## config.mk

```make
export PLATFORM = sky130hd
export DESIGN_NAME = io_decode
export DESIGN_NICKNAME = d
export VERILOG_FILES = /design/src/common/cpc_pkg.sv /design/src/verilog/io_decode.sv
export SDC_FILE = /design/constraint.sdc
export NUM_CORES = 1
export LEC_CHECK = 0
export ABC_AREA = 1
export BUFFER_PORTS_ARGS = -buffer_cell sky130_fd_sc_hd__buf_4
export CAP_MARGIN = 0
export CORE_AREA = 2 2 39 41
export DETAILED_ROUTE_END_ITERATION = 6
export DIE_AREA = 0 0 41 43
export PLACE_DENSITY = 0.37
export SETUP_SLACK_MARGIN = 0.1
export SYNTH_ARGS = -nofsm -noshare
export SYNTH_HDL_FRONTEND = slang
export SYNTH_SLANG_ARGS = --single-unit
```

## constraint.sdc

```tcl
create_clock -name vclk -period 0.8
set_input_delay 0.04 -clock vclk [all_inputs]
set_output_delay 0.04 -clock vclk [all_outputs]
set_load 0.01 [all_outputs]
```

## src/memory/boot.mem

```
// ROM image for the test, one hex byte per word
// @0000 lower ROM seen at 0000, @4000 upper ROM seen at C000
@0000
01
89
7f
ed
49
c3
91
05
@4000
80
01
00
00
2a
00
c0

```

## src/common/cpc_pkg.sv

```systemverilog
package cpc_pkg;

  // ============================
  // Bus and colour types
  // ============================
  typedef logic [15:0] cpu_addr_t;  // Z80 address bus
  typedef logic [7:0]  cpu_byte_t;  // Z80 data byte
  typedef logic [4:0]  color_t;     // Hardware colour number
  typedef logic [3:0]  pen_t;       // Palette index

  // Gate-array command, data bits 7:6
  typedef enum logic [1:0] {
    GA_PEN_SELECT = 2'd0,
    GA_COLOR      = 2'd1,
    GA_MODE_ROM   = 2'd2,
    GA_RAM_CONFIG = 2'd3
  } ga_cmd_e;

  // Screen resolution modes
  typedef enum logic [1:0] {
    MODE_0 = 2'd0,  // 160 x 200, 16 colours
    MODE_1 = 2'd1,  // 320 x 200, 4 colours
    MODE_2 = 2'd2,  // 640 x 200, 2 colours
    MODE_3 = 2'd3   // Undocumented
  } screen_mode_e;

  // ============================
  // Timing
  // ============================
  // Clock enable once every 2**(CPU_SPEED+1) cycles
  localparam int CPU_SPEED = 1;

  // ============================
  // Memory map
  // ============================
  localparam int        RAM_DEPTH        = 48 * 1024;  // Banks 0 to 2
  localparam int        VRAM_DEPTH       = 16 * 1024;  // Bank 3, screen
  localparam int        ROM_DEPTH        = 32 * 1024;  // Lower and upper images
  localparam string     ROM_FILE         = "/design/src/memory/boot.mem";
  localparam cpu_addr_t UPPER_ROM_OFFSET = 16'h8000;   // C000 maps to ROM 4000

  // ============================
  // PPI pages, high address byte
  // ============================
  localparam cpu_byte_t PPI_A_PAGE    = 8'hf4;
  localparam cpu_byte_t PPI_B_PAGE    = 8'hf5;
  localparam cpu_byte_t PPI_C_PAGE    = 8'hf6;
  localparam cpu_byte_t PPI_CTRL_PAGE = 8'hf7;
  localparam cpu_byte_t PPI_B_FIXED   = 8'h1e;  // Brand and refresh bits

endpackage

```

## src/verilog/io_decode.sv

```systemverilog
`timescale 1ns/1ps

module io_decode (
  input  cpc_pkg::cpu_addr_t i_addr,
  input  logic               i_mreq_n,
  input  logic               i_iorq_n,
  input  logic               i_rd_n,
  input  logic               i_wr_n,
  output logic               o_mem_rd,
  output logic               o_mem_wr,
  output logic               o_io_rd,
  output logic               o_io_wr,
  output logic               o_ga_sel,
  output logic               o_rom_bank_sel,
  output logic               o_ppi_a_sel,
  output logic               o_ppi_b_sel,
  output logic               o_ppi_c_sel,
  output logic               o_ppi_ctrl_sel
);

  import cpc_pkg::*;

  logic      ppi_range;  // Below gate array and ROM bank in priority
  cpu_byte_t page;

  // Active-high strobes from the Z80 request lines
  assign o_mem_rd = ~i_mreq_n & ~i_rd_n;
  assign o_mem_wr = ~i_mreq_n & ~i_wr_n;
  assign o_io_rd  = ~i_iorq_n & ~i_rd_n;
  assign o_io_wr  = ~i_iorq_n & ~i_wr_n;

  // Partial decode, gate array wins over everything
  assign page           = i_addr[15:8];
  assign o_ga_sel       = (i_addr[15:14] == 2'b01);
  assign o_rom_bank_sel = ~o_ga_sel & ~i_addr[13];  // Upper ROM select, A13 low
  assign ppi_range      = ~o_ga_sel & i_addr[13];

  assign o_ppi_a_sel    = ppi_range & (page == PPI_A_PAGE);
  assign o_ppi_b_sel    = ppi_range & (page == PPI_B_PAGE);
  assign o_ppi_c_sel    = ppi_range & (page == PPI_C_PAGE);
  assign o_ppi_ctrl_sel = ppi_range & (page == PPI_CTRL_PAGE);

endmodule

```

==> impl_metrics.csv <==
group,metric,value,unit
synthesis,yosysTopAreaCellShare,0.419,
synthesis,synth_cell_types,4,
detailed_routing,wl,445,µm
global_routing,grt_max_degree,5,
cells_and_area,antennaDiodeCount,0,
cells_and_area,area_delta_synth_final,159,%
clock_tree,postCtsSetupRepairBufs,0,
detailed_routing,drtPass1Iterations,3,
global_routing,grt_pass1_vias,154,
pwr,power.switching,0.0504,mW
pwr,peakVddDrop,59.9,µV
floorplanning,start_util,0.0841,
timing,hold_violations,0,
synthesis,synth.area.top_cells,"nor2_1, nand2_1, inv_1",
cells_and_area,layout-drive-gt1-share,0.451,
pwr,sequentialPowerShare,0,
timing,timing.final.ws_setup,0.179,ns
floorplanning,die_h,43,µm
timing,worst_slew_pin_slew,0.155,ns
critical_path,arrival,0.58,ns
critical_path,critPathMaxStageDelay,0.14,ns
pwr,powerDensity,400,nW/µm²
pwr,swShare,0.418,
synthesis,avgSynthCellArea,4.01,µm²
synthesis,synth.net_count,49,
timing,fin_crit_sh,0.777,
timing,grt_setup_unrepaired,"false",
floorplanning,dieArea,1760,µm²
critical_path,crit_end,"o_ppi_b_sel",
critical_path,crit_fanout,4,
clock_tree,cts_resized,0,
cells_and_area,nClkBuffers,0,
critical_path,cp-startpoint,"i_addr[15]",
detailed_routing,drc,0,
global_routing,antenna_found_initial,0,
placement,port_buffers,22,
detailed_routing,first_iter_violations,4,
synthesis,synth.largest_area_cell,"nor2_1",
worst_hold_path,min_path_type,"input port to primary output",
critical_path,critical_path_class,"input port to primary output",
cells_and_area,postLayoutCellArea,302,µm²
floorplanning,die_w,41,µm
timing,setup_viol,0,
placement,dp_hpwl,375,µm
synthesis,synthCells,29,
timing,slew_headroom,0.896,
global_routing,grt-ovfl-total,0,
synthesis,synth.most_common_cell,"nor2_1",
floorplanning,coreArea,1380,µm²
cells_and_area,register_area,0,µm²
cells_and_area,nets,73,
critical_path,worstPathCellList,"buf_4 > nand2_1 > inv_1 > nand2_1 > nor2_1 > buf_4",
critical_path,worstPathRequired,0.76,ns
critical_path,cp_slowest_cell,"buf_4",
synthesis,synth_common_cells,"nor2_1, nand2_1, inv_1",
detailed_routing,routedWlPerCell,6.64,µm
global_routing,grt_pass1_wl,607,µm
critical_path,crit_path_start_kind,"input port",
timing,min_period,0.621,ns
critical_path,critPathCaptureType,"primary output",
synthesis,syn_area,116,µm²
pwr,clkPwrFrac,0,
synthesis,yosysSeqAreaShare,0,
timing,finalSetupTns,0,ns
pwr,leakage,0.187,nW
clock_tree,postCtsHoldBufs,0,
detailed_routing,vias_per_cell,3.36,
cells_and_area,nFillCells,167,
job,drv_cap,0,
floorplanning,rows,14,
floorplanning,ios,30,
synthesis,ys_warn_count,0,
detailed_routing,drtAntennaViolNets,0,
global_routing,track_usage,0.0440,
timing,slew_violations,0,
placement,dpl_cell_area,302,µm²
cells_and_area,design.seq.count,0,
pwr,pwr-share-comb,1.000,
pwr,power,0.121,mW
placement,place_ws,0.173,ns
timing,whs,0.320,ns
pwr,cellInternalPower,0.0703,mW
placement,gp_congestion,0.598,
timing,max_freq,1.61,GHz
run_status,status,"finished clean",
detailed_routing,vias,225,
-- power by group through the flow --
stage	clock [mW]	sequential (mW)	combinational [mW]
after global placement	0	0	0.122
after CTS	0	0	0.122
after floorplan	0	0	0.0396
after global routing	0	0	0.135
after detailed placement	0	0	0.122
final	0	0	0.121
-- kinds of logic (layout without fill, tap and decap cells) --
kind of cell | Yosys count | in the layout | share of synthesized area
simple gates | 22 | 22 | 0.774
buf+inv | 7 | 29 | 0.226
-- routing by layer --
layer  track usage  routed length [µm]  vias up
li1              -                   -      124
met1        0.0601                 178       82
met2        0.0781                 151       19
met3             0                 115        0
met4             0                   0        0
met5             0                   0        -
-- worst min-delay path by stage --
stage | from | end | slack, ns | cells after the start
finish | i_mreq_n | o_mem_rd | 0.32 | 3
global route | i_mreq_n | o_mem_rd | 0.33 | 3
CTS | i_mreq_n | o_mem_rd | 0.32 | 3
detailed placement | i_mreq_n | o_mem_rd | 0.32 | 3
global placement | i_wr_n | o_io_wr | 0.32 | 3
floorplan | i_rd_n | o_io_rd | 0.12 | 1
-- stage by stage --
step / util / instances
after floorplan: - / 29
after global placement: 0.218 / 67
after global routing: 0.218 / 67
after detailed placement: 0.218 / 67
after CTS: 0.218 / 67
final: 0.218 / 67
-- placed cells by master, fill, tap and decap left out --
cell	synthesis	final
buf_4	0	22
nor2_1	13	13
nand2_1	8	8
inv_1	7	7
nor2_4	1	1
-- final cells by class --
class / count / area (µm²) / area share
timing repair buffer: 22 / 165 / 0.548
inverter: 7 / 26.3 / 0.0871
tap: 16 / 20.0 / 0.0664
multi-input combinational: 22 / 90.1 / 0.299
-- worst max-delay path, delay by kind of cell --
family	cells	cell delay (ns)
buffers and inverters	3	0.28
and+or+nand+nor	3	0.25
No activity file was read; power rests on OpenSTA's default activity.
