$ cat src/memory/boot.mem
// ROM image for the test, one hex byte per word
// @0000 lower ROM seen at 0000, @4000 upper ROM seen at C000
@0000
01
89
7f
ed
49
c3
91
05
@4000
80
01
00
00
2a
00
c0

$ cat src/common/cpc_pkg.sv
package cpc_pkg;

  // ============================
  // Bus and colour types
  // ============================
  typedef logic [15:0] cpu_addr_t;  // Z80 address bus
  typedef logic [7:0]  cpu_byte_t;  // Z80 data byte
  typedef logic [4:0]  color_t;     // Hardware colour number
  typedef logic [3:0]  pen_t;       // Palette index

  // Gate-array command, data bits 7:6
  typedef enum logic [1:0] {
    GA_PEN_SELECT = 2'd0,
    GA_COLOR      = 2'd1,
    GA_MODE_ROM   = 2'd2,
    GA_RAM_CONFIG = 2'd3
  } ga_cmd_e;

  // Screen resolution modes
  typedef enum logic [1:0] {
    MODE_0 = 2'd0,  // 160 x 200, 16 colours
    MODE_1 = 2'd1,  // 320 x 200, 4 colours
    MODE_2 = 2'd2,  // 640 x 200, 2 colours
    MODE_3 = 2'd3   // Undocumented
  } screen_mode_e;

  // ============================
  // Timing
  // ============================
  // Clock enable once every 2**(CPU_SPEED+1) cycles
  localparam int CPU_SPEED = 1;

  // ============================
  // Memory map
  // ============================
  localparam int        RAM_DEPTH        = 48 * 1024;  // Banks 0 to 2
  localparam int        VRAM_DEPTH       = 16 * 1024;  // Bank 3, screen
  localparam int        ROM_DEPTH        = 32 * 1024;  // Lower and upper images
  localparam string     ROM_FILE         = "/design/src/memory/boot.mem";
  localparam cpu_addr_t UPPER_ROM_OFFSET = 16'h8000;   // C000 maps to ROM 4000

  // ============================
  // PPI pages, high address byte
  // ============================
  localparam cpu_byte_t PPI_A_PAGE    = 8'hf4;
  localparam cpu_byte_t PPI_B_PAGE    = 8'hf5;
  localparam cpu_byte_t PPI_C_PAGE    = 8'hf6;
  localparam cpu_byte_t PPI_CTRL_PAGE = 8'hf7;
  localparam cpu_byte_t PPI_B_FIXED   = 8'h1e;  // Brand and refresh bits

endpackage

$ cat src/verilog/io_ports.sv
`timescale 1ns/1ps

module io_ports (
  input  logic               clk_cpu,
  input  logic               pwr_up_reset_n,
  input  logic               i_io_wr,
  input  logic               i_io_rd,
  input  logic               i_rom_bank_sel,
  input  logic               i_ppi_a_sel,
  input  logic               i_ppi_b_sel,
  input  logic               i_ppi_c_sel,
  input  logic               i_ppi_ctrl_sel,
  input  cpc_pkg::cpu_byte_t i_wdata,
  input  logic               i_vsync,
  input  cpc_pkg::cpu_byte_t i_kbd_row_data,
  output logic [3:0]         o_rom_bank,
  output cpc_pkg::cpu_byte_t o_ppi_a,
  output cpc_pkg::cpu_byte_t o_ppi_c,
  output cpc_pkg::cpu_byte_t o_ppi_control,
  output logic [3:0]         o_kbd_row_sel,
  output cpc_pkg::cpu_byte_t o_io_rd_data
);

  import cpc_pkg::*;

  // ============================
  // Write latches
  // ============================
  always_ff @(posedge clk_cpu) begin
    if (!pwr_up_reset_n) begin
      o_rom_bank    <= '0;
      o_ppi_a       <= '0;
      o_ppi_c       <= '0;
      o_ppi_control <= '0;
    end else if (i_io_wr) begin
      if (i_rom_bank_sel) o_rom_bank <= i_wdata[3:0];   // Low nibble only
      if (i_ppi_a_sel)    o_ppi_a <= i_wdata;           // PSG data bus
      if (i_ppi_c_sel)    o_ppi_c <= i_wdata;           // PSG control, kbd row
      if (i_ppi_ctrl_sel) o_ppi_control <= i_wdata;
    end
  end

  // Row strobe for the external keyboard matrix
  assign o_kbd_row_sel = o_ppi_c[3:0];

  // ============================
  // Read byte
  // ============================
  // Lines up with the memory read registers
  always_ff @(posedge clk_cpu) begin
    if (!pwr_up_reset_n) begin
      o_io_rd_data <= '0;
    end else if (i_io_rd && i_ppi_a_sel) begin
      o_io_rd_data <= i_kbd_row_data;
    end else if (i_io_rd && i_ppi_b_sel) begin
      o_io_rd_data <= {PPI_B_FIXED[7:1], i_vsync};  // Frame flyback in bit 0
    end else begin
      o_io_rd_data <= '0;
    end
  end

endmodule

$ cat config.mk
export PLATFORM = sky130hd
export DESIGN_NAME = io_ports
export DESIGN_NICKNAME = d
export VERILOG_FILES = /design/src/common/cpc_pkg.sv /design/src/verilog/io_ports.sv
export SDC_FILE = /design/constraint.sdc
export NUM_CORES = 1
export LEC_CHECK = 0
export BUFFER_PORTS_ARGS = -buffer_cell sky130_fd_sc_hd__buf_2
export CELL_PAD_IN_SITES_DETAIL_PLACEMENT = 0
export CELL_PAD_IN_SITES_GLOBAL_PLACEMENT = 1
export CORE_MARGIN = 3
export CORE_UTILIZATION = 32
export CTS_CLUSTER_SIZE = 25
export DETAILED_ROUTE_END_ITERATION = 16
export HOLD_SLACK_MARGIN = 0.03
export PLACE_DENSITY_LB_ADDON = 0.1
export SLEW_MARGIN = 5
export SYNTH_ARGS = -nofsm -noshare
export SYNTH_HDL_FRONTEND = slang
export SYNTH_SLANG_ARGS = --single-unit
export TNS_END_PERCENT = 20
$ cat constraint.sdc
create_clock -name clk_cpu -period 0.9 [get_ports clk_cpu]
set_input_delay 0.09 -clock clk_cpu [delete_from_list [all_inputs] [get_ports clk_cpu]]
set_output_delay 0.09 -clock clk_cpu [all_outputs]
set_load 0.1 [all_outputs]
==> flow_summary.toml, run 1 <==
[worst_setup_path]
critical-path-top-delay-family = "flip-flops"
regToRegSetupSlack_ns = 0.12
cpPeakStageDelay_ns = 0.38
crit_slowest_cell = "sky130_fd_sc_hd__dfxtp_4"
timing.critical_path.to = "o_ppi_c[3]"
reg2reg_to = "o_rom_bank[2]"
reg2regPathDepth = 2
data_arrival_time_of_the_critical_path_ns = 0.84
crit_path_start_kind = "register"
crit_path_cell_trace = "buf_12"
path_depth = 1
critPathMaxFanout = 3
worst_setup_path_startpoint = "o_ppi_c[3]"
setup.worst_path.class = "reg2out"
critical_path_buf_inv_count = 1
crit_path_end_kind = "output port"
worst_r2r_src = "o_rom_bank[2]"
timing.critical_path.required_ns = 0.81

[global_route]
vias_in_the_first_global_route = 1368
grt_use_total_pct = 15.2
grt_antenna_before_repair = 0
grt_overflow = 0
grt_first_pass_wirelength_mm = 7.14
grt_max_degree = 30

[detailed_routing]
top_signal_layer_used = "met4"
drt-total-wl_mm = 4.13
detailroute.wirelength.met3_um = 244
detail_route.drc_violations = 0
vias_per_cell = 4.74
wl_per_cell_um = 14.6
drt-initial-drc-count = 78
dr_total_vias = 1346
detailedRoute.firstPassIterationCount = 4
wl_met1_mm = 1.80
antenna_violating_nets_post_route = 0
wl_met2_mm = 2.04

[cells_and_area]
multi_input_area_um2 = 692
fraction_of_final_layout_cells_with_drive_strength_greater_than_1_pct = 59.8
area_delta_synth_final_pct = 74.2
seqCellArea_um2 = 836
diodes = 0
final_nets = 244
num-fill-cells = 380
fin_util_pct = 60.3

[timing]
fin_worst_skew_ns = 0
finalSetupViolCount = 17
rsz0062_at_grt = "true"
period_share_pct = 104
timing.max_slew.rel_slack_pct = 79.9
finalCriticalPeriod_ns = 0.934
holdWs_ns = 0.0400
timing_worst_slew_pin_value_ns = 0.301
setup_tns_ns = -0.280
max_freq_ghz = 1.07
hold_violations = 0
fin_ws_ns = -0.0341
final-max-slew-violation-count = 0

[power_and_ir_drop]
power.ir.vdd_worst_mv = 0.937
power.leakage_nw = 1.07
p_total_mw = 4.11
power-per-cell-area_nw_per_um2 = 1500

[placement]
dp.final_hpwl_mm = 2.99
port-buffer-count = 65
place.gp.congestion = 0.751

[floorplanning]
fp.coreArea_um2 = 4530
floorplan.initialDensity_pct = 34.6
pin_count = 66
die_width_um = 76.0
rows = 24
floorplan.die.height_um = 76.0
floorplan.die_area_um2 = 5780

[clock_tree]
worst_skew_pair.late_latency_ns = 0.28
clock_tree.buffer_depth = 2
cts-buffers-inserted = 5
cts_tree = "done"
numClockSinks = 36
htree_num_levels = 2
cts.clk_slew.worst_paths_ns = 0.07
root_buffer = "sky130_fd_sc_hd__clkbuf_8"

[synthesis]
postSynthNetCount = 183
synthesis.area_per_instance_um2 = 9.99
post_synthesis_cell_area_um2 = 1570
synth.ff_latch_count = 36
ys_warn_count = 0
yosysSeqAreaShare_pct = 45.9
post_synth_inst_count = 157
yosysUniqueCellTypes = 16

[outcome]
violations = "setup timing"
outcome = "complete, but fails checks"

[flow_run]
max_cap_violations = 0

[worst_hold_path]
worst_hold_path_type = "in2reg"
stage by stage:
stage	std cells	instance area (um2)	worst slack, ns
after floorplan	157	1690	-0.0990
after global placement	273	2610	0.116
after detailed placement	273	2610	0.0618
after CTS	284	2730	-0.0479
after global routing	284	2730	-0.0771
final	284	2730	-0.0341
how the worst min path moves through the flow:
stage                                 end  slack (ns)         startpoint  depth (start not counted)
after floorplan           o_io_rd_data[5]        0.21  i_kbd_row_data[5]                          1
after global placement    o_io_rd_data[6]        0.29  i_kbd_row_data[6]                          2
after detailed placement  o_io_rd_data[6]        0.30  i_kbd_row_data[6]                          2
after CTS                 o_io_rd_data[2]        0.03  i_kbd_row_data[2]                          3
after global routing      o_io_rd_data[2]        0.03  i_kbd_row_data[2]                          3
final                     o_io_rd_data[2]        0.04  i_kbd_row_data[2]                          3
timing repair:
item,CTS,global route
gates resized for setup,7,0
endpoints found under the setup margin,39,40
hold buffers,3,0
endpoints found under the hold margin,3,0
setup buffers,0,0
cell families (layout without fill, tap and decap cells):
group | after synthesis | in the layout | share of synthesized area (%)
DFF | 36 | 36 | 45.9
and+or+nand+nor | 40 | 40 | 12.8
AOI/OAI and AO/OA | 61 | 61 | 31.3
buffers and inverters | 20 | 82 | 9.97
power by group:
| part | internal (mW) | switching [mW] |
|---|---|---|
| registers | 1.62 | 0.0770 |
| clock network | 0.613 | 0.539 |
| logic | 0.465 | 0.795 |
| total | 2.70 | 1.41 |
synthesized netlist by cell type:
master                     instances  area (um2)
sky130_fd_sc_hd__clkbuf_1          1        3.75
sky130_fd_sc_hd__a21oi_2          12         105
sky130_fd_sc_hd__nand3b_1          1        7.51
sky130_fd_sc_hd__a21bo_2           6        60.1
sky130_fd_sc_hd__inv_2             1        3.75
sky130_fd_sc_hd__buf_4             6        45.0
sky130_fd_sc_hd__and3_1            1        6.26
sky130_fd_sc_hd__buf_2             5        25.0
sky130_fd_sc_hd__and2_1            3        18.8
sky130_fd_sc_hd__a21oi_1          21         105
sky130_fd_sc_hd__nand3_1          28         140
sky130_fd_sc_hd__a21bo_1          22         220
sky130_fd_sc_hd__dfxtp_1          36         721
sky130_fd_sc_hd__buf_6             7        78.8
sky130_fd_sc_hd__nand2_1           6        22.5
sky130_fd_sc_hd__nand2b_1          1        6.26
registers in the layout, summed over array words and instances, names as in the netlist:
signal,flops
o_ppi_c,8
o_ppi_a,8
o_io_rd_data,8
o_ppi_control,8
o_rom_bank,4
layout make-up:
type | count | area share (%)
Timing Repair Buffer | 73 | 37.7
Sequential cell | 36 | 30.6
Multi-Input combinational cell | 101 | 25.3
Clock buffer | 7 | 3.16
Tap cell | 65 | 2.97
Clock inverter | 1 | 0.137
Inverter | 1 | 0.137
cells in the final DEF (no fill, tap or decap), drive strengths merged:
cell	instances
buf	70
dfxtp	36
a21oi	33
nand3	28
a21bo	28
clkbuf	7
nand2	6
and2	3
dlygate4sd3	3
inv	1
and3	1
nand2b	1
nand3b	1
clkinv	1
routing by layer:
metal	global-route usage (%)	vias up
li1	-	669
met1	19.1	631
met2	24.5	40
met3	5.56	6
met4	4.35	0
met5	0	-
(Power assumes the default switching activity.)
==> run 2: changes to the inputs <==
- BUFFER_PORTS_ARGS: -buffer_cell sky130_fd_sc_hd__buf_2 -> unset
- DONT_BUFFER_PORTS: unset -> 1
- PLACE_DENSITY: unset -> 0.62
- PLACE_DENSITY_LB_ADDON: 0.1 -> unset
- clock period: 0.9 -> 1.1 ns (I/O delays scaled with it)
==> run 2 against run 1 <==
Register-to-register slack gained 0.19 ns. Via count shrank 4.5%. Clock power down 17%. Critical endpoint is now o_ppi_control[1]. Cell count down 6.0%. Routed wire length rose by 1.2%. Core utilization shrank 11 points. Highest routed layer unchanged. Global-route usage shrank 0.74 points. Largest power group unchanged. The run ends with hold timing left.
==> flow_summary.toml, run 2 (synthesis gave the netlist of run 1 again) <==
[detailed_routing]
drt-total-wl_mm = 4.18
wl_per_cell_um = 15.7
dr_total_vias = 1286
detailedRoute.firstPassIterationCount = 4
vias_per_cell = 4.82
antenna_violating_nets_post_route = 0
drt-initial-drc-count = 47
detail_route.drc_violations = 0

[power_and_ir_drop]
power.leakage_nw = 0.894
internal-power_mw = 2.11
power-per-cell-area_nw_per_um2 = 1430
power.ir.vdd_worst_mv = 0.658
power_frac_comb_pct = 26.5
register_share_of_total_power_pct = 43.6
share_clk_of_total_power_pct = 29.9
total_switching_power_mw = 1.08
sw_frac_of_total_pct = 33.9

[global_route]
grt_max_degree = 57
grt_overflow = 0
grt_use_total_pct = 14.4
vias_in_the_first_global_route = 1321
grt_first_pass_wirelength_mm = 6.67
met1_usage_pct = 16.0
grt-busiest-layer = "met2"
grt_antenna_before_repair = 0
grt.met2_usage_pct = 24.6
grtUsageMet3_pct = 5.56

[clock_tree]
root_buffer = "sky130_fd_sc_hd__clkbuf_8"
cts_tree = "done"
cts.clk_slew.worst_paths_ns = 0.07
numClockSinks = 36
cts_setup_buffers = 0
clock_tree.buffer_depth = 2
worst_skew_pair.late_latency_ns = 0.28
cts-buffers-inserted = 5
ctsHoldBuffers = 19
htree_num_levels = 2

[worst_setup_path]
critical-path-top-delay-family = "flip-flops"
crit_slowest_cell = "sky130_fd_sc_hd__dfxtp_1"
crit_path_cell_trace = "buf_4"
cpPeakStageDelay_ns = 0.35
crit_path_end_kind = "output port"
regToRegSetupSlack_ns = 0.31
crit_path_start_kind = "register"
critPathMaxFanout = 2
timing.critical_path.required_ns = 0.99
critical_path_buf_inv_count = 1
data_arrival_time_of_the_critical_path_ns = 0.93
setup.worst_path.class = "reg2out"

[timing]
timing.max_slew.rel_slack_pct = 65.9
fin_ws_ns = 0.0594
holdWs_ns = -0.0220
period_share_pct = 94.6
finalSetupViolCount = 0
hold_violations = 13
finalCriticalPeriod_ns = 1.04
final-max-slew-violation-count = 0
max_freq_ghz = 0.961
timing_worst_slew_pin_value_ns = 0.512
setup_tns_ns = 0
fin_worst_skew_ns = 0
rsz0062_at_grt = "false"

[floorplanning]
floorplan.die.height_um = 76.0
die_width_um = 76.0
pin_count = 66
fp.coreArea_um2 = 4530
rows = 24
floorplan.die_area_um2 = 5780
floorplan.initialDensity_pct = 34.6

[outcome]
outcome = "complete, but fails checks"
violations = "hold timing"

[flow_run]
max_cap_violations = 0

[cells_and_area]
multi_input_area_um2 = 692
diodes = 0
final_nets = 227
layout_common_cells = "sky130_fd_sc_hd__dfxtp_1 (31), sky130_fd_sc_hd__nand3_1 (28), sky130_fd_sc_hd__buf_4 (24), sky130_fd_sc_hd__a21bo_1 (22), sky130_fd_sc_hd__a21oi_1 (21)"
layout_commonest_cell = "sky130_fd_sc_hd__dfxtp_1"
area_delta_synth_final_pct = 42.6
num-fill-cells = 415
fraction_of_final_layout_cells_with_drive_strength_greater_than_1_pct = 33.2
seqCellArea_um2 = 734

[placement]
port-buffer-count = 0
place_worst_setup_slack_ns = 0.322
dp.final_hpwl_mm = 2.78
place.gp.congestion = 0.735

[worst_hold_path]
worst_hold_path_type = "in2reg"
## run 2: changes by cell type in the layout (fill, tap and decap cells not counted)
cell / previous run / this run
sky130_fd_sc_hd__clkinv_1: 1 / 0
sky130_fd_sc_hd__dlygate4sd3_1: 3 / 17
sky130_fd_sc_hd__dfxtp_2: 8 / 2
sky130_fd_sc_hd__buf_4: 2 / 24
sky130_fd_sc_hd__buf_2: 25 / 0
sky130_fd_sc_hd__clkbuf_1: 1 / 2
sky130_fd_sc_hd__dlymetal6s4s_1: 0 / 2
sky130_fd_sc_hd__dfxtp_4: 28 / 3
sky130_fd_sc_hd__dfxtp_1: 0 / 31
sky130_fd_sc_hd__buf_12: 43 / 13
## run 2: path summary, 6_finish.rpt
| kind | cells after the start | end | start |
|---|---|---|---|
| max | 1 | o_ppi_control[1] | o_ppi_control[1] |
| max reg2reg | 2 | o_ppi_a[2] | o_ppi_a[2] |
| min reg2reg | 2 | o_ppi_a[6] | o_ppi_a[6] |
| min | 2 | o_io_rd_data[0] | i_ppi_a_sel |
## run 2: final cells by class
cell class                 instances  area share [%]
tap                               65            3.64
multi-input combinational        101            30.9
clock buffer                       8            4.03
sequential                        36            32.8
timing repair buffer              56            28.4
inverter                           1           0.168
## run 2: power by group through the flow
| stage | Clock (mW) | Sequential [mW] | Combinational (mW) |
|---|---|---|---|
| 6_report | 0.956 | 1.39 | 0.847 |
| 4_1_cts | 0.987 | 1.39 | 0.851 |
| 2_1_floorplan | 0 | 1.82 | 0.269 |
| 3_5_place_dp | 0 | 1.42 | 0.760 |
| 5_1_grt | 1.06 | 1.40 | 0.876 |
| 3_3_place_gp | 0 | 1.42 | 0.753 |
## run 2: metal layers
metal	wire length (um)	part of all wire, %	vias to the layer above
li1	-	-	631
met1	1690	40	597
met2	2150	51	52
met3	268	6.4	6
met4	71	1.7	0
met5	0	0	-
## run 2: metrics by stage
stage | total power [mW] | utilization, % | instance area, um2 | std cells
floorplan | 2.09 | - | 1580 | 157
global placement | 2.17 | 43.0 | 1950 | 240
detailed placement | 2.18 | 43.0 | 1950 | 240
CTS | 3.23 | 49.2 | 2230 | 267
global route | 3.33 | 49.3 | 2240 | 267
finish | 3.20 | 49.3 | 2240 | 267
## run 2: timing repair
action,in CTS,in global routing
setup endpoints to repair,0,8
hold endpoints to repair,36,30
gates resized for setup,0,2
