--- src/memory/boot.mem ---
// ROM image for the test, one hex byte per word
// @0000 lower ROM seen at 0000, @4000 upper ROM seen at C000
@0000
01
89
7f
ed
49
c3
91
05
@4000
80
01
00
00
2a
00
c0

--- src/common/cpc_pkg.sv ---
package cpc_pkg;

  // ============================
  // Bus and colour types
  // ============================
  typedef logic [15:0] cpu_addr_t;  // Z80 address bus
  typedef logic [7:0]  cpu_byte_t;  // Z80 data byte
  typedef logic [4:0]  color_t;     // Hardware colour number
  typedef logic [3:0]  pen_t;       // Palette index

  // Gate-array command, data bits 7:6
  typedef enum logic [1:0] {
    GA_PEN_SELECT = 2'd0,
    GA_COLOR      = 2'd1,
    GA_MODE_ROM   = 2'd2,
    GA_RAM_CONFIG = 2'd3
  } ga_cmd_e;

  // Screen resolution modes
  typedef enum logic [1:0] {
    MODE_0 = 2'd0,  // 160 x 200, 16 colours
    MODE_1 = 2'd1,  // 320 x 200, 4 colours
    MODE_2 = 2'd2,  // 640 x 200, 2 colours
    MODE_3 = 2'd3   // Undocumented
  } screen_mode_e;

  // ============================
  // Timing
  // ============================
  // Clock enable once every 2**(CPU_SPEED+1) cycles
  localparam int CPU_SPEED = 1;

  // ============================
  // Memory map
  // ============================
  localparam int        RAM_DEPTH        = 48 * 1024;  // Banks 0 to 2
  localparam int        VRAM_DEPTH       = 16 * 1024;  // Bank 3, screen
  localparam int        ROM_DEPTH        = 32 * 1024;  // Lower and upper images
  localparam string     ROM_FILE         = "/design/src/memory/boot.mem";
  localparam cpu_addr_t UPPER_ROM_OFFSET = 16'h8000;   // C000 maps to ROM 4000

  // ============================
  // PPI pages, high address byte
  // ============================
  localparam cpu_byte_t PPI_A_PAGE    = 8'hf4;
  localparam cpu_byte_t PPI_B_PAGE    = 8'hf5;
  localparam cpu_byte_t PPI_C_PAGE    = 8'hf6;
  localparam cpu_byte_t PPI_CTRL_PAGE = 8'hf7;
  localparam cpu_byte_t PPI_B_FIXED   = 8'h1e;  // Brand and refresh bits

endpackage

--- src/gate_array/gate_array.sv ---
`timescale 1ns/1ps

module gate_array (
  input  logic                  clk_cpu,
  input  logic                  pwr_up_reset_n,
  input  logic                  i_io_wr,
  input  logic                  i_ga_sel,
  input  logic                  i_addr_bit4,
  input  cpc_pkg::cpu_byte_t    i_wdata,
  input  cpc_pkg::pen_t         i_pen_index,
  output logic                  o_cpu_clk_en,
  output cpc_pkg::screen_mode_e o_mode,
  output cpc_pkg::color_t       o_border_color,
  output cpc_pkg::color_t       o_pen_color,
  output logic                  o_int_enable,
  output logic                  o_lo_rom_disable,
  output logic                  o_hi_rom_disable,
  output logic [2:0]            o_ram_bank,
  output logic [2:0]            o_ram_config
);

  import cpc_pkg::*;

  logic             ga_wr;            // Qualified gate-array write
  ga_cmd_e          cmd;
  pen_t             pen;              // Pen addressed by colour writes
  logic             border_selected;  // Colour writes go to border
  color_t           palette [16];
  logic [CPU_SPEED:0] clk_div;

  assign ga_wr = i_io_wr & i_ga_sel;
  assign cmd   = ga_cmd_e'(i_wdata[7:6]);

  // ============================
  // CPU clock enable
  // ============================
  // Pulse on counter wrap, first one 4 cycles out of reset
  always_ff @(posedge clk_cpu) begin
    if (!pwr_up_reset_n) begin
      clk_div      <= '0;
      o_cpu_clk_en <= 1'b0;
    end else begin
      clk_div      <= clk_div + 1'b1;
      o_cpu_clk_en <= &clk_div;
    end
  end

  // ============================
  // Command registers
  // ============================
  always_ff @(posedge clk_cpu) begin
    if (!pwr_up_reset_n) begin
      pen              <= '0;
      border_selected  <= 1'b0;
      o_border_color   <= '0;
      o_mode           <= MODE_0;
      o_int_enable     <= 1'b0;
      o_lo_rom_disable <= 1'b0;  // Both ROMs visible
      o_hi_rom_disable <= 1'b0;
      o_ram_bank       <= '0;
      o_ram_config     <= '0;
      for (int i = 0; i < 16; i++) begin
        palette[i] <= '0;
      end
    end else if (ga_wr) begin
      case (cmd)
        GA_PEN_SELECT: begin
          border_selected <= i_addr_bit4;
          if (!i_wdata[4]) begin  // Bit 4 set means border, keep pen
            pen <= i_wdata[3:0];
          end
        end
        GA_COLOR: begin
          if (border_selected) begin
            o_border_color <= i_wdata[4:0];
          end else begin
            palette[pen] <= i_wdata[4:0];
          end
        end
        GA_MODE_ROM: begin
          o_int_enable     <= i_wdata[4];
          o_hi_rom_disable <= i_wdata[3];  // Upper ROM at C000
          o_lo_rom_disable <= i_wdata[2];  // Lower ROM at 0000
          o_mode           <= screen_mode_e'(i_wdata[1:0]);
        end
        GA_RAM_CONFIG: begin
          o_ram_bank   <= i_wdata[5:3];
          o_ram_config <= i_wdata[2:0];
        end
        default: begin
        end
      endcase
    end
  end

  // Video pipeline lookup, no register
  assign o_pen_color = palette[i_pen_index];

endmodule

--- config.mk ---
export PLATFORM = sky130hd
export DESIGN_NAME = gate_array
export DESIGN_NICKNAME = d
export VERILOG_FILES = /design/src/common/cpc_pkg.sv /design/src/gate_array/gate_array.sv
export SDC_FILE = /design/constraint.sdc
export NUM_CORES = 1
export LEC_CHECK = 0
export BUFFER_PORTS_ARGS = -buffer_cell sky130_fd_sc_hd__buf_2
export CORE_MARGIN = 2
export CORE_UTILIZATION = 28
export CTS_CLUSTER_DIAMETER = 100
export DETAILED_ROUTE_END_ITERATION = 6
export GPL_TIMING_DRIVEN = 0
export PLACE_DENSITY = 0.4
export SLEW_MARGIN = 20
export SYNTH_ARGS = -nofsm -noshare
export SYNTH_HDL_FRONTEND = slang
export SYNTH_SLANG_ARGS = --single-unit
export TNS_END_PERCENT = 50
--- constraint.sdc ---
create_clock -name clk_cpu -period 3.1 [get_ports clk_cpu]
set_input_delay 0.465 -clock clk_cpu [delete_from_list [all_inputs] [get_ports clk_cpu]]
set_output_delay 0.465 -clock clk_cpu [all_outputs]
set_load 0.01 [all_outputs]
==> flow_summary.json, run 1 <==
{
  "multi_input_area_um2": 1580,
  "cts_max_level": 3,
  "path_clk_slew_ns": 0.06,
  "yosysSeqAreaShare_pct": 62.8,
  "path_cells": "clkbuf_1, mux4_2, a22oi_1, nand3_1, buf_2",
  "cpPeakStageDelay_ns": 0.52,
  "rsz0062_at_grt": "no",
  "worst_slack_ns": 0.667,
  "final_antenna_net_count": 0,
  "synth_ff_type": "edfxtp_1",
  "hold_violations": 0,
  "antenna_found_initial": 0,
  "powerDensity_nw_per_um2": 530,
  "vdd_drop_max_uv": 277,
  "worstSetupPathType": "in -> out",
  "syn-instance-count": 370,
  "clockBufferDepth": 2,
  "wirelength_um": 13000,
  "start_util_pct": 28.8,
  "crit_required_ns": 2.63,
  "drive_above_1_share_pct": 19.4,
  "worst_slew_pin_slew_ns": 0.747,
  "fin_crit_ns": 2.43,
  "final_max_slew_viol_count": 0,
  "status": "finished, final reports clean",
  "yosysTopAreaCell": "edfxtp_1",
  "numCtsBuffers": 9,
  "cts_hold_buffers": 0,
  "yosys_warnings": 0,
  "maxCapViolations": 0,
  "grt_max_degree": 16,
  "grt_pass1_vias": 3128,
  "reg2reg_slack_ns": 1.14,
  "cts-root-buf": "clkbuf_16",
  "reg2reg_to": "palette[13][3]",
  "grt_use_total_pct": 15.5,
  "initialDrtViolationCount": 200,
  "max_clock_freq_mhz": 411,
  "reg2reg_from": "border_selected",
  "synth.area.top_cells": "edfxtp_1 (52%), dfxtp_1 (10%), mux4_2 (9.8%), nor2_1 (7.9%), mux2i_1 (2.6%)",
  "pin_count": 39,
  "cp-end-kind": "output pin",
  "drtPass1Iterations": 4,
  "via_count": 2970,
  "cts.sinks": 104,
  "slowest_stage": "clkbuf_1",
  "netlist_area_um2": 4590,
  "finalSetupTns_ns": 0,
  "dieArea_um2": 17400,
  "period_share_pct": 78.5,
  "synthDistinctLibCells": 32,
  "syn_nets": 388,
  "grt_pass1_wl_um": 19600,
  "coreArea_um2": 15900,
  "synth_top_area_share_pct": 52.3,
  "clkLatencyLatePin_ns": 0.35,
  "place.gp.congestion": 0.764,
  "areaGrowthSynthToFinish_pct": 14.5,
  "post_synth.cell_area_avg_um2": 12.4,
  "start_kind": "input port",
  "worst-path-max-fanout": 10,
  "yosysMostFrequentCell": "nor2_1",
  "cts_setup_buffers": 0,
  "cts_tree": "built",
  "nets": 427,
  "hpwl_um": 8990,
  "arrival_ns": 1.97,
  "r2r_cells": 4,
  "cp-endpoint": "o_pen_color[1]",
  "overflow": 0,
  "die_y_um": 132,
  "pre_cts_ws_ns": 0.609,
  "wl_per_cell_um": 20.6,
  "drc": 0,
  "min_path_type": "in -> reg",
  "ys_async_sr_fraction_pct": 0,
  "p_leak_nw": 1.89,
  "rows": 46,
  "die_w_um": 132,
  "synth_edf_count": 80,
  "finalClockSkew_ns": 0.00613,
  "antenna_cells": 0,
  "synthTopCellsByCount": "nor2_1 (97), edfxtp_1 (80), dfxtp_1 (24), nand3_1 (24), mux4_2 (20)",
  "portBuffers": 28,
  "via_per_inst": 4.72,
  "synth_seq_cells": 104,
  "maxSlewHeadroom_pct": 50.2,
  "setup_viol": 0,
  "startpoint": "i_pen_index[1]",
  "seq_area_um2": 2880,
  "filler_cell_count": 1626,
  "post_cts_resized": 0
}
cells by family (layout without fill, tap and decap cells):
logic type / after synthesis / in the layout / synth area share (%)
simple gates: 164 / 164 / 17.1
flops: 104 / 104 / 62.8
compound gates: 39 / 39 / 4.52
mux: 32 / 32 / 12.4
buf+inv: 30 / 73 / 2.91
fa+ha+maj: 1 / 1 / 0.272
worst max-delay path, delay by kind of cell:
kind / cells / cell delay [ns]
buffers and inverters: 2 / 0.67
muxes: 1 / 0.41
and+or+nand+nor: 1 / 0.12
AOI/OAI and AO/OA: 1 / 0.30
metal layers:
layer	GRT usage, %	wire [um]
met5	0	0
met4	6.10	296
met3	2.73	543
met2	26.0	6440
met1	19.8	5710
sequential cells by signal, summed over array words and instances, names as in the netlist:
signal / flops
o_cpu_clk_en: 1
o_mode: 2
clk_div: 2
o_ram_config: 3
o_ram_bank: 3
o_border_color: 5
palette: 80
o_lo_rom_disable: 1
border_selected: 1
pen: 4
o_hi_rom_disable: 1
o_int_enable: 1
per-stage QoR:
step	instance area (um^2)	hold WS (ns)	util, %	power [W]	cells
after detailed placement	5000	0.409	31.4	0.00178	614
after global routing	5260	0.384	33.0	0.00287	629
after CTS	5260	0.342	33.0	0.00282	629
after floorplan	4590	0.390	-	0.00170	370
after global placement	5000	0.400	31.4	0.00178	614
final	5260	0.349	33.0	0.00279	629
report_power, final:
group / switching [W] / leakage, nW / internal [W]
Sequential: 0.0000126 / 1.02 / 0.00154
Combinational: 0.000128 / 0.737 / 0.0000717
Clock: 0.000500 / 0.127 / 0.000537
Total: 0.000640 / 1.89 / 0.00215
worst min path at each step:
stage	from	end	slack (ns)	cells after the start
2_1_floorplan	clk_div[0]	clk_div[0]	0.39	1
3_3_place_gp	clk_div[0]	clk_div[0]	0.40	1
3_5_place_dp	clk_div[0]	clk_div[0]	0.41	1
4_1_cts	i_wdata[5]	o_ram_bank[2]	0.34	3
5_1_grt	i_wdata[5]	o_ram_bank[2]	0.38	3
6_report	i_wdata[5]	o_ram_bank[2]	0.35	3
cell type report:
class / instances / share of cell area (%)
Multi-Input combinational cell: 236 / 30.0
Tap cell: 216 / 5.14
Clock inverter: 4 / 0.428
Buffer: 28 / 2.40
Clock buffer: 11 / 4.43
Inverter: 2 / 0.143
Timing Repair Buffer: 28 / 2.66
Sequential cell: 104 / 54.8
layout by cell type, fill, tap and decap left out, types with 2 or more instances in the layout:
cell and n:
a21oi_1 9, a22oi_1 5, and2_1 2, buf_1 2, buf_2 39, buf_4 2, clkbuf_1 15, clkbuf_16 9
clkinv_2 2, dfxtp_1 24, edfxtp_1 80, inv_1 2, mux2i_1 12, mux4_2 20, nand2_1 18, nand2b_1 2
nand3_1 24, nand3b_1 3, nand4b_1 2, nand4b_4 2, nor2_1 97, nor2b_1 4, o21ai_0 9, o21ai_1 16
or2_2 2
No activity file was read; power rests on OpenSTA's default activity.
==> run 2: changes to the inputs <==
Settings changed: PLACE_DENSITY 0.4 to 0.42.
Clock period 3.1 ns to 2.22 ns, I/O delays scaled along.
==> run 2 against run 1 <==
  * Register-to-register slack lost 0.84 ns
  * Non-clock buffer count is the same
  * Clock-buffer cell count grew 4
  * Cell area grew 0.81%
  * Combinational power grew 40%
  * Worst hold slack lost 0.13 ns
  * Global-route usage is essentially flat
  * Critical endpoint is now o_pen_color[2]
==> flow_summary.json, run 2 (synthesis results as in run 1) <==
{
  "clkPwrFrac_pct": 39.5,
  "routed-wl-met2_um": 6210,
  "drc": 0,
  "biggestRegsByFlops": "palette x80, o_border_color x5, pen x4",
  "grt_max_degree": 16,
  "numCtsBuffers": 9,
  "path_clk_slew_ns": 0.07,
  "finalClockSkew_ns": 0.00592,
  "grt_use_total_pct": 15.5,
  "cts.sinks": 104,
  "seq_area_um2": 2880,
  "worst-path-max-fanout": 1,
  "min_path_type": "in -> reg",
  "cts_setup_buffers": 0,
  "worst_slack_ns": 0.146,
  "multi_input_area_um2": 1580,
  "start_util_pct": 28.8,
  "overflow": 0,
  "rsz0062_at_grt": "no",
  "powerDensity_nw_per_um2": 762,
  "largest_reg_flops": 80,
  "pre_cts_ws_ns": 0.0399,
  "die_y_um": 132,
  "internal-power_w": 0.00314,
  "cts_tree": "built",
  "via_per_inst": 4.75,
  "topRoutingLayerUsed": "met4",
  "antenna_found_initial": 0,
  "via_count": 2992,
  "finalSetupTns_ns": 0,
  "status": "finished, final reports clean",
  "rows": 46,
  "p_sw_w": 0.000898,
  "maxSlewHeadroom_pct": 52.4,
  "final_antenna_net_count": 0,
  "grt_pass1_wl_um": 19300,
  "grt_pass1_vias": 3060,
  "placed_cells": 614,
  "pin_count": 39,
  "cts_max_level": 3,
  "stdcell_area_um2": 5300,
  "areaGrowthSynthToFinish_pct": 15.4,
  "max_clock_freq_mhz": 482,
  "cp-end-kind": "output pin",
  "crit_required_ns": 1.89,
  "dieArea_um2": 17400,
  "placed_cell_area_um2": 5000,
  "final_max_slew_viol_count": 0,
  "setup_viol": 0,
  "post_cts_resized": 0,
  "wl_met3_um": 784,
  "clockBufferDepth": 2,
  "wl_per_cell_um": 20.8,
  "cts_hold_buffers": 0,
  "drtPass1Iterations": 4,
  "initialDrtViolationCount": 227,
  "final_cells": 630,
  "post-route-util_pct": 33.3,
  "portBuffers": 28,
  "regMostFlops": "palette",
  "vdd_drop_max_uv": 335,
  "hpwl_um": 8970,
  "p_seq_share_pct": 53.6,
  "coreArea_um2": 15900,
  "wirelength_um": 13100,
  "final_cell_mix": "nor2_1 (97), edfxtp_1 (80), buf_2 (39), nand3_1 (24), dfxtp_1 (24)",
  "maxCapViolations": 0,
  "combPwrFrac_pct": 6.9,
  "wl_met1_um": 5650,
  "die_w_um": 132,
  "nets": 427,
  "cts-root-buf": "clkbuf_16",
  "antenna_cells": 0,
  "hold_violations": 0,
  "period_share_pct": 93.4,
  "fin_crit_ns": 2.07,
  "p_leak_nw": 1.90,
  "arrival_ns": 1.74,
  "layout.cells.most_common": "nor2_1",
  "swShare_pct": 22.2,
  "clkLatencyLatePin_ns": 0.35,
  "worst_slew_pin_slew_ns": 0.715,
  "filler_cell_count": 1640,
  "worstSetupPathType": "reg -> out",
  "drive_above_1_share_pct": 19.8,
  "place.gp.congestion": 0.795,
  "start_kind": "register"
}
run 2: through the flow:
step | power, W | hold slack [ns]
floorplan | 0.00238 | 0.390
global placement | 0.00249 | 0.396
detailed placement | 0.00249 | 0.410
CTS | 0.00407 | 0.214
global route | 0.00417 | 0.246
finish | 0.00404 | 0.216
run 2: worst paths after layout:
path	start	endpoint	cells after the start	slack, ns
setup / recovery	palette[3][2]	o_pen_color[2]	4	0.15
hold / removal	i_wdata[5]	o_ram_bank[2]	3	0.22
setup reg to reg	border_selected	palette[5][2]	4	0.30
hold reg to reg	clk_div[0]	clk_div[0]	1	0.42
run 2: power by group through the flow:
stage	clock (W)	sequential, W	combinational (W)
2_1_floorplan	0	0.00220	0.000178
3_3_place_gp	0	0.00220	0.000283
3_5_place_dp	0	0.00221	0.000284
4_1_cts	0.00162	0.00216	0.000284
5_1_grt	0.00169	0.00217	0.000304
6_report	0.00160	0.00216	0.000278
run 2: cell type report:
type	count	area share [%]
well taps	216	5.10
plain buffers	28	2.41
inverters	2	0.142
flip-flops and latches	104	54.4
clock inverters	1	0.142
multi-input cells	236	29.7
clock buffers	15	5.45
repair buffers	28	2.64
run 2: metal layers:
layer	GRT usage [%]	vias up
li1	-	1419
met3	3.61	25
met4	8.09	0
met5	0	-
met2	24.1	88
met1	20.2	1460
run 2: worst max-delay path, cell delays in order, from the launching register on:
cell and delay, ns:
edfxtp_1 0.38, mux4_2 0.47, a22oi_1 0.27, nand3_1 0.12
buf_2 0.15
==> run 3: changes to the inputs <==
Settings changed: CORE_MARGIN 2 to default.
==> run 3 against run 2 <==
  * Critical path depth is the same
  * Worst hold slack gained 0.0030 ns
  * Critical path type unchanged
  * Combinational power is essentially flat
  * Maximum frequency shrank 3.1%
  * Largest power group unchanged
  * Clock-buffer cell count shrank 4
==> flow_summary.json, run 3 (synthesis results as in run 1) <==
{
  "status": "finished, final reports clean",
  "drive_above_1_share_pct": 20.3,
  "rsz0062_at_grt": "no",
  "biggestRegsByFlops": "palette x80, o_border_color x5, pen x4",
  "finalSetupTns_ns": 0,
  "internal-power_w": 0.00307,
  "clkLatencyLatePin_ns": 0.35,
  "cts_hold_buffers": 0,
  "rows": 46,
  "hold_violations": 0,
  "cts_max_level": 3,
  "grt_pass1_vias": 2916,
  "initialDrtViolationCount": 304,
  "cts_setup_buffers": 0,
  "cp-end-kind": "output pin",
  "largest_reg_flops": 80,
  "finalClockSkew_ns": 0.00982,
  "drtPass1Iterations": 4,
  "dieArea_um2": 16900,
  "nets": 427,
  "via_count": 2997,
  "cts-root-buf": "clkbuf_16",
  "stdcell_area_um2": 5290,
  "powerDensity_nw_per_um2": 753,
  "reg2reg_slack_ns": 0.30,
  "final_max_slew_viol_count": 0,
  "max_clock_freq_mhz": 467,
  "layout.cells.most_common": "nor2_1",
  "die_y_um": 130,
  "wl_per_cell_um": 20.0,
  "maxSlewHeadroom_pct": 53.9,
  "coreArea_um2": 15900,
  "min_path_type": "in -> reg",
  "worst-path-max-fanout": 1,
  "antenna_cells": 0,
  "reg2reg_to": "palette[12][4]",
  "start_kind": "register",
  "arrival_ns": 1.81,
  "portBuffers": 28,
  "swShare_pct": 23.0,
  "r2r_cells": 4,
  "path_clk_slew_ns": 0.07,
  "maxCapViolations": 0,
  "final_cells": 630,
  "fin_crit_ns": 2.14,
  "placed_cells": 614,
  "clkPwrFrac_pct": 38.7,
  "cts_tree": "built",
  "cp-endpoint": "o_pen_color[0]",
  "cts.sinks": 104,
  "reg2reg_from": "border_selected",
  "whs_ns": 0.219,
  "grt_max_degree": 17,
  "grt_use_total_pct": 16.0,
  "p_total_w": 0.00398,
  "vdd_drop_max_uv": 344,
  "drc": 0,
  "antenna_found_initial": 0,
  "post_cts_resized": 0,
  "p_sw_w": 0.000917,
  "final_cell_mix": "nor2_1 (97), edfxtp_1 (80), buf_2 (39), nand3_1 (24), dfxtp_1 (24)",
  "grt_pass1_wl_um": 18400,
  "overflow": 0,
  "crit_required_ns": 1.89,
  "p_seq_share_pct": 54.3,
  "hpwl_um": 8520,
  "p_leak_nw": 1.90,
  "clockBufferDepth": 2,
  "worst_slew_pin_slew_ns": 0.691,
  "via_per_inst": 4.76,
  "areaGrowthSynthToFinish_pct": 15.1,
  "worstSetupPathType": "reg -> out",
  "period_share_pct": 96.4,
  "start_util_pct": 28.8,
  "combPwrFrac_pct": 7.0,
  "wirelength_um": 12600,
  "final_antenna_net_count": 0,
  "die_w_um": 130,
  "place.gp.congestion": 0.741,
  "pin_count": 39,
  "regMostFlops": "palette",
  "placed_cell_area_um2": 5000,
  "numCtsBuffers": 9,
  "setup_viol": 0,
  "startpoint": "palette[7][0]"
}
## run 3: cell types whose count changed in the layout (fill, tap and decap cells not counted)
cell,change
clkbuf_16,-1
clkinv_2,+2
clkinv_1,+1
inv_6,+1
clkbuf_1,-3
## run 3: metrics by stage
step	utilization (%)	worst slack, ns
5_1_grt	33.2	0.00293
2_1_floorplan	-	0.538
4_1_cts	33.2	0.0175
3_5_place_dp	31.4	0.0206
6_report	33.2	0.0791
3_3_place_gp	31.4	-0.0376
## run 3: layout make-up
cell class,count,area [um^2]
inverters,2,7.51
plain buffers,28,128
well taps,216,270
flip-flops and latches,104,2880
clock inverters,5,30.0
multi-input cells,236,1580
clock buffers,11,253
repair buffers,28,140
fillers,1652,10700
## run 3: power groups by stage
stage               registers [W]  clock network (W)  logic (W)
floorplan                 0.00220                  0   0.000178
global placement          0.00221                  0   0.000283
detailed placement        0.00221                  0   0.000282
CTS                       0.00216            0.00157   0.000283
global route              0.00217            0.00164   0.000304
finish                    0.00216            0.00154   0.000278
## run 3: routing by layer
| metal | vias up | track usage, % | wire [um] |
|---|---|---|---|
| met4 | 0 | 4.86 | 280 |
| met5 | - | 0 | 0 |
| met2 | 110 | 23.4 | 5520 |
| li1 | 1414 | - | - |
| met3 | 17 | 4.06 | 706 |
| met1 | 1456 | 23.1 | 6100 |
## run 3: how the worst min path moves through the flow
stage | start | to | slack (ns) | depth (start not counted)
final | i_addr_bit4 | border_selected | 0.22 | 3
after global routing | i_addr_bit4 | border_selected | 0.24 | 3
after CTS | i_addr_bit4 | border_selected | 0.21 | 3
after detailed placement | clk_div[0] | clk_div[0] | 0.41 | 1
after global placement | clk_div[0] | clk_div[0] | 0.40 | 1
after floorplan | clk_div[0] | clk_div[0] | 0.39 | 1
## run 3: critical path: stages (launching register included)
cell      delay (ns)
edfxtp_1        0.37
mux4_2          0.52
a22oi_1         0.30
nand3_1         0.12
buf_2           0.15
